<file path="config.mk">
export PLATFORM = sky130hd
export DESIGN_NAME = icache_port
export DESIGN_NICKNAME = d
export VERILOG_FILES = /design/src/mem_pkg.sv /design/src/icache_port.sv
export SDC_FILE = /design/constraint.sdc
export NUM_CORES = 1
export LEC_CHECK = 0
export BUFFER_PORTS_ARGS = -buffer_cell sky130_fd_sc_hd__buf_2
export CAP_MARGIN = 10
export CORE_AREA = 2 2 446 448
export CTS_CLUSTER_DIAMETER = 100
export CTS_CLUSTER_SIZE = 20
export DETAILED_ROUTE_END_ITERATION = 8
export DIE_AREA = 0 0 448 450
export HOLD_SLACK_MARGIN = 0.08
export MAX_ROUTING_LAYER = met4
export SYNTH_ARGS = -nofsm -noshare
export SYNTH_HDL_FRONTEND = slang
export SYNTH_SLANG_ARGS = --single-unit
export TNS_END_PERCENT = 5
</file>
<file path="constraint.sdc">
create_clock -name clk -period 19 [get_ports clk]
set_input_delay 3.8 -clock clk [delete_from_list [all_inputs] [get_ports clk]]
set_output_delay 3.8 -clock clk [all_outputs]
set_load 0.05 [all_outputs]
</file>
<file path="src/mem_pkg.sv">
`default_nettype none

package mem_pkg;

    // byte address and one full cache line.
    typedef logic [63:0]  addr_t;
    typedef logic [511:0] line_t;

    // bytes per line, so the low 6 address bits select within a line.
    localparam int line_bytes = 64;

    // one line transfer between a port, the arbiter and memory.
    typedef struct packed {
        addr_t addr;  // line address.
        logic  wr;    // 1 for a full-line write.
        line_t data;  // write data, zero for reads.
    } mem_req_t;

    typedef enum logic [1:0] {
        idle,
        wait_icache,
        wait_dcache
    } arb_state_t;

endpackage

`default_nettype wire

</file>
<file path="src/icache_port.sv">
`timescale 1ns/100ps
`default_nettype none

module icache_port (
    input  wire logic           clk,
    input  wire logic           reset,
    input  wire logic           fetch_valid,
    input  wire mem_pkg::addr_t fetch_addr,
    input  wire logic           complete,
    input  wire mem_pkg::line_t fill_data,
    output logic                fetch_done,
    output mem_pkg::line_t      fetch_data,
    output logic                req,
    output mem_pkg::addr_t      req_addr
);

    mem_pkg::addr_t line_addr;
    mem_pkg::addr_t tag;         // line address of the held line.
    mem_pkg::line_t line;
    logic           line_valid;
    logic           hit;

    assign line_addr = fetch_addr & ~mem_pkg::addr_t'(mem_pkg::line_bytes - 1);
    assign hit       = line_valid && (tag == line_addr);

    always_ff @(posedge clk) begin
        if (reset) begin
            fetch_done <= 1'b0;
            req        <= 1'b0;
            line_valid <= 1'b0;
        end else begin
            fetch_done <= 1'b0;
            if (complete) begin
                req        <= 1'b0;  // drop one cycle after the fill.
                fetch_done <= 1'b1;
                line_valid <= 1'b1;
            end else if (fetch_valid) begin
                if (hit) begin
                    fetch_done <= 1'b1;
                end else begin
                    req <= 1'b1;
                end
            end
        end
    end

    always_ff @(posedge clk) begin
        if (complete) begin
            line       <= fill_data;
            tag        <= req_addr;
            fetch_data <= fill_data;
        end else if (fetch_valid) begin
            fetch_data <= line;      // only used on a hit.
            req_addr   <= line_addr;
        end
    end

    // the fetch unit waits for fetch_done before the next fetch.
    fetch_while_pending: assert property (
        @(posedge clk) disable iff (reset) fetch_valid |-> !req)
        else $error("fetch_valid while a line request is pending.");

endmodule

`default_nettype wire

</file>
Word level (Yosys, flattened, before mapping)

Cells that the tools add are included.
W data, S select, Z words.

Register bits: 1143
Latch bits: 0
Bits in writable memories: 0
ROM bits: 0
Bits of input ports: 580
Output and inout port bits: 578
Memories kept: 0

Add/subtract/negate cells: 0
Multipliers: 0
Divide/modulo/power cells: 0
Magnitude comparators: 0
Equal/unequal tests: 1
Shifts and indexed selects: 0
Muxes and demuxes: 5
Bitwise gates (word level): 2
Reduce and logical (&&, ||, !) cells: 5

Operators with widths:

| kind                | number |
|---|---|
| $mux W512           | 2 |
| $eq A58 B58 Y1      | 1 |
| $reduce_and A2 Y1   | 2 |
| $mux W1             | 3 |
| $not A1 Y1          | 2 |
| $reduce_bool A2 Y1  | 1 |
| $reduce_or A2 Y1    | 1 |
| $logic_and A1 B1 Y1 | 1 |

Longest topological paths before layout

Word-level depth: 5
Depth in mapped cells: 6
Depth with buffers taken out: 6

Least setup slack after synthesis

No wires, ideal clock.

Path type: input -> register
From: in complete
To: reg fetch_data[0] (enable)
Setup time: 0.667 ns
Arrival time: 10.637 ns
Setup slack: 7.696 ns
Stages on the path: 5
Path buffers: 4
Path through: clkbuf_1 buf_2 buf_2 buf_2 or2_2

Word-level cells in the longest chain between the ends: 1

Ends and longest elaborated chain:

| element                      | RTL line          | source |
|---|---|---|
| start: declaration           | icache_port.sv:9  | `input wire logic complete,` |
| $reduce_bool A2 Y1 (no line) | -                 |  |
| end signal: assignment       | icache_port.sv:51 | `fetch_data <= fill_data;` |
| end signal: assignment       | icache_port.sv:53 | `fetch_data <= line;` |
| end: declaration             | icache_port.sv:12 | `output mem_pkg::line_t fetch_data,` |

Every way passes these cells.
A chain may end at the register's enable or synchronous reset.

Final worst setup path

From: in complete
To: reg fetch_data[283] (data pin)

Word-level cells in the longest chain between the ends: 1

Ends and longest elaborated chain:

| element   | RTL line          | source |
|---|---|---|
| $mux W512 | icache_port.sv:48 | `if (complete) begin` |

Every way passes these cells.

==> flow_summary.yaml <==
drt:
  routedWlPerCell_um: 22.9
  drc: 0
  routed-via-count: 21963
  vias_per_cell: 3.83
  drt_pass1_iterations: 5
  drt_wl_total_um: 131000
  drt-initial-drc-count: 1963
  ant_nets: 0
grt:
  grt_first_pass_wirelength_um: 174000
  grt_max_degree: 130
  grt.overflow.total: 0
  grt_pass1_vias: 21649
  antenna_found_initial: 81
  grt_util_all_layers_pct: 12.7
cts:
  cts_resized: 0
  cts_hold_buf: 0
  clock_latency_ns: 0.72
  cts.path.max_buffers: 3
  cts.htree.levels: 3
  path_clk_slew_ns: 0.08
  cts-buffers-inserted: 75
  root_buffer: "clkbuf_16"
  postCtsSetupBuffers: 0
  clock_sinks: 1143
  cts_tree: "built"
yosys:
  netlist_top_cells_count: "1140 x edfxtp_1, 512 x mux2_2, 53 x buf_2"
  ys_seq_area_share_pct: 83.4
  yosysTopAreaCellShare_pct: 83.3
  yosys-top-cells-area: "edfxtp_1 83%, mux2_2 14%, xnor2_1 0.79%"
  yosysMostFrequentCell: "edfxtp_1"
  yosysWarnings: 0
  synth.distinct_cells: 26
  netlist_area_um2: 41100
  synth_edf_count: 1140
  async_reset_ff_share_pct: 0
  ys_ff_latch: 1143
  syn_avg_cell_area_um2: 22.7
  synthCells: 1815
  yosys_most_used_dff: "edfxtp_1"
  synth_top_area_cell: "edfxtp_1"
place:
  place_ws_ns: 10.56
  hpwl_um: 100000
  gp_congestion: 0.959
  placedInstanceArea_um2: 50000
  dp_cells: 5564
  numPortBuffers: 1145
sta:
  tightest_slew_ns: 1.07
  fin_ws_ns: 11.28
  fmax_mhz: 130
  period_needed_ns: 7.72
  setup_viol: 0
  final_hold_viol_count: 0
  finalSetupTns_ns: 0
  rsz0062_at_grt: "no"
  fin_skew_ns: 0.0436
  slew_violations: 0
  finalCritPeriodShare_pct: 40.6
  hold-worst-slack_ns: 0.449
  slew_headroom_pct: 28.7
pwr:
  power_frac_comb_pct: 15.8
  switching_power_mw: 1.68
  p_sw_share_pct: 29.6
  p_int_mw: 4.00
  power_leakage_nw: 19.3
  power_density_nw_per_um2: 108
  clockPowerShare_pct: 29.7
  peakVddDrop_mv: 0.0837
  p_seq_share_pct: 54.5
final_layout:
  nets: 3581
  area_growth_pct: 27.7
  layout.cells.non_filler: 5728
  regArea_um2: 34300
  n_fill_cell: 20022
  final_area_um2: 52500
  multiInputGateArea_um2: 6510
  layout-drive-gt1-share_pct: 58.8
floorplan:
  initial_core_util_pct: 20.9
  core_um2: 197000
  die_area_um2: 202000
  die_h_um: 450
  io_pins: 1158
  num_rows: 163
  chipWidth_um: 448
setup_path:
  cp-start-kind: "primary input"
  r2r_setup_slack_ns: 16.84
  critPathCaptureType: "flip-flop"
  cp.arrival_ns: 8.17
  critPathRequiredTime_ns: 19.45
  crit_type: "in -> reg"
  cp_max_fo: 84
worst_hold_path:
  hp-class: "reg -> reg"
outcome:
  status: "finished clean"
flow_run:
  drv_cap: 0
worst paths after layout:
path                           to         start  cells past startpoint
hold / removal            tag[18]  req_addr[18]                      0
setup reg to reg              req       tag[41]                      6
setup / recovery  fetch_data[283]      complete                      6
hold reg to reg           tag[18]  req_addr[18]                      0
cell type report:
cell class | instances | area share [%]
Sequential cell | 1143 | 65.3
Multi-Input combinational cell | 610 | 12.4
Timing Repair Buffer | 1168 | 11.3
Tap cell | 2640 | 6.29
Clock buffer | 82 | 3.63
Clock inverter | 24 | 0.753
Antenna cell | 58 | 0.277
Inverter | 3 | 0.0215
through the flow:
stage	util, %	power [mW]
detailed placement	25.5	4.06
global route	26.7	5.89
CTS	26.6	5.77
finish	26.7	5.68
floorplan	-	3.74
global placement	25.5	4.05
cells by family after synthesis:
kind of cell	after synthesis	synth area share [%]
AOI/OAI and AO/OA	6	0.116
xor gates and xnor gates	53	1.13
buffers and inverters	67	0.828
DFF	1143	83.4
muxes	512	14.0
other	1	0.00912
and+or+nand+nor	33	0.487
worst max-delay path: stages:
cell    delay, ns
buf_8        0.47
buf_4        0.57
buf_4        0.82
buf_4        0.86
buf_4        0.91
mux2_2       0.43
layout by cell type (no fill, tap or decap), types with 3 or more instances in the layout:
| cell type | instances |
|---|---|
| inv_16 | 6 |
| xor2_1 | 16 |
| conb_1 | 6 |
| edfxtp_1 | 1140 |
| clkinv_16 | 4 |
| diode_2 | 58 |
| buf_2 | 1144 |
| dfxtp_1 | 3 |
| inv_1 | 3 |
| xnor2_1 | 37 |
| nor2_1 | 5 |
| clkinv_8 | 5 |
| nor4_1 | 6 |
| nand4_1 | 9 |
| nand2b_1 | 4 |
| nor2b_1 | 3 |
| clkbuf_16 | 75 |
| clkbuf_1 | 7 |
| inv_6 | 6 |
| buf_4 | 22 |
| mux2_2 | 512 |
metal layers:
layer | vias to the layer above | GRT usage, % | wire length (µm)
met4 | 0 | 4.17 | 3820
met5 | - | - | 0
met1 | 11253 | 15.3 | 51700
met3 | 167 | 4.39 | 12900
met2 | 886 | 19.8 | 62500
li1 | 9657 | - | -
sequential cells by signal, indices dropped and copies added (netlist names):
register / flops
fetch_data: 512
fetch_done: 1
line: 512
line_valid: 1
req: 1
req_addr: 58
tag: 58
power by group through the flow:
stage               Combinational, mW  Clock, mW  Sequential, mW
floorplan                       0.152          0            3.58
global placement                0.903          0            3.15
detailed placement              0.909          0            3.16
CTS                             0.912       1.76            3.10
global route                    0.934       1.83            3.12
finish                          0.899       1.69            3.10
(Power assumes the default switching activity.)
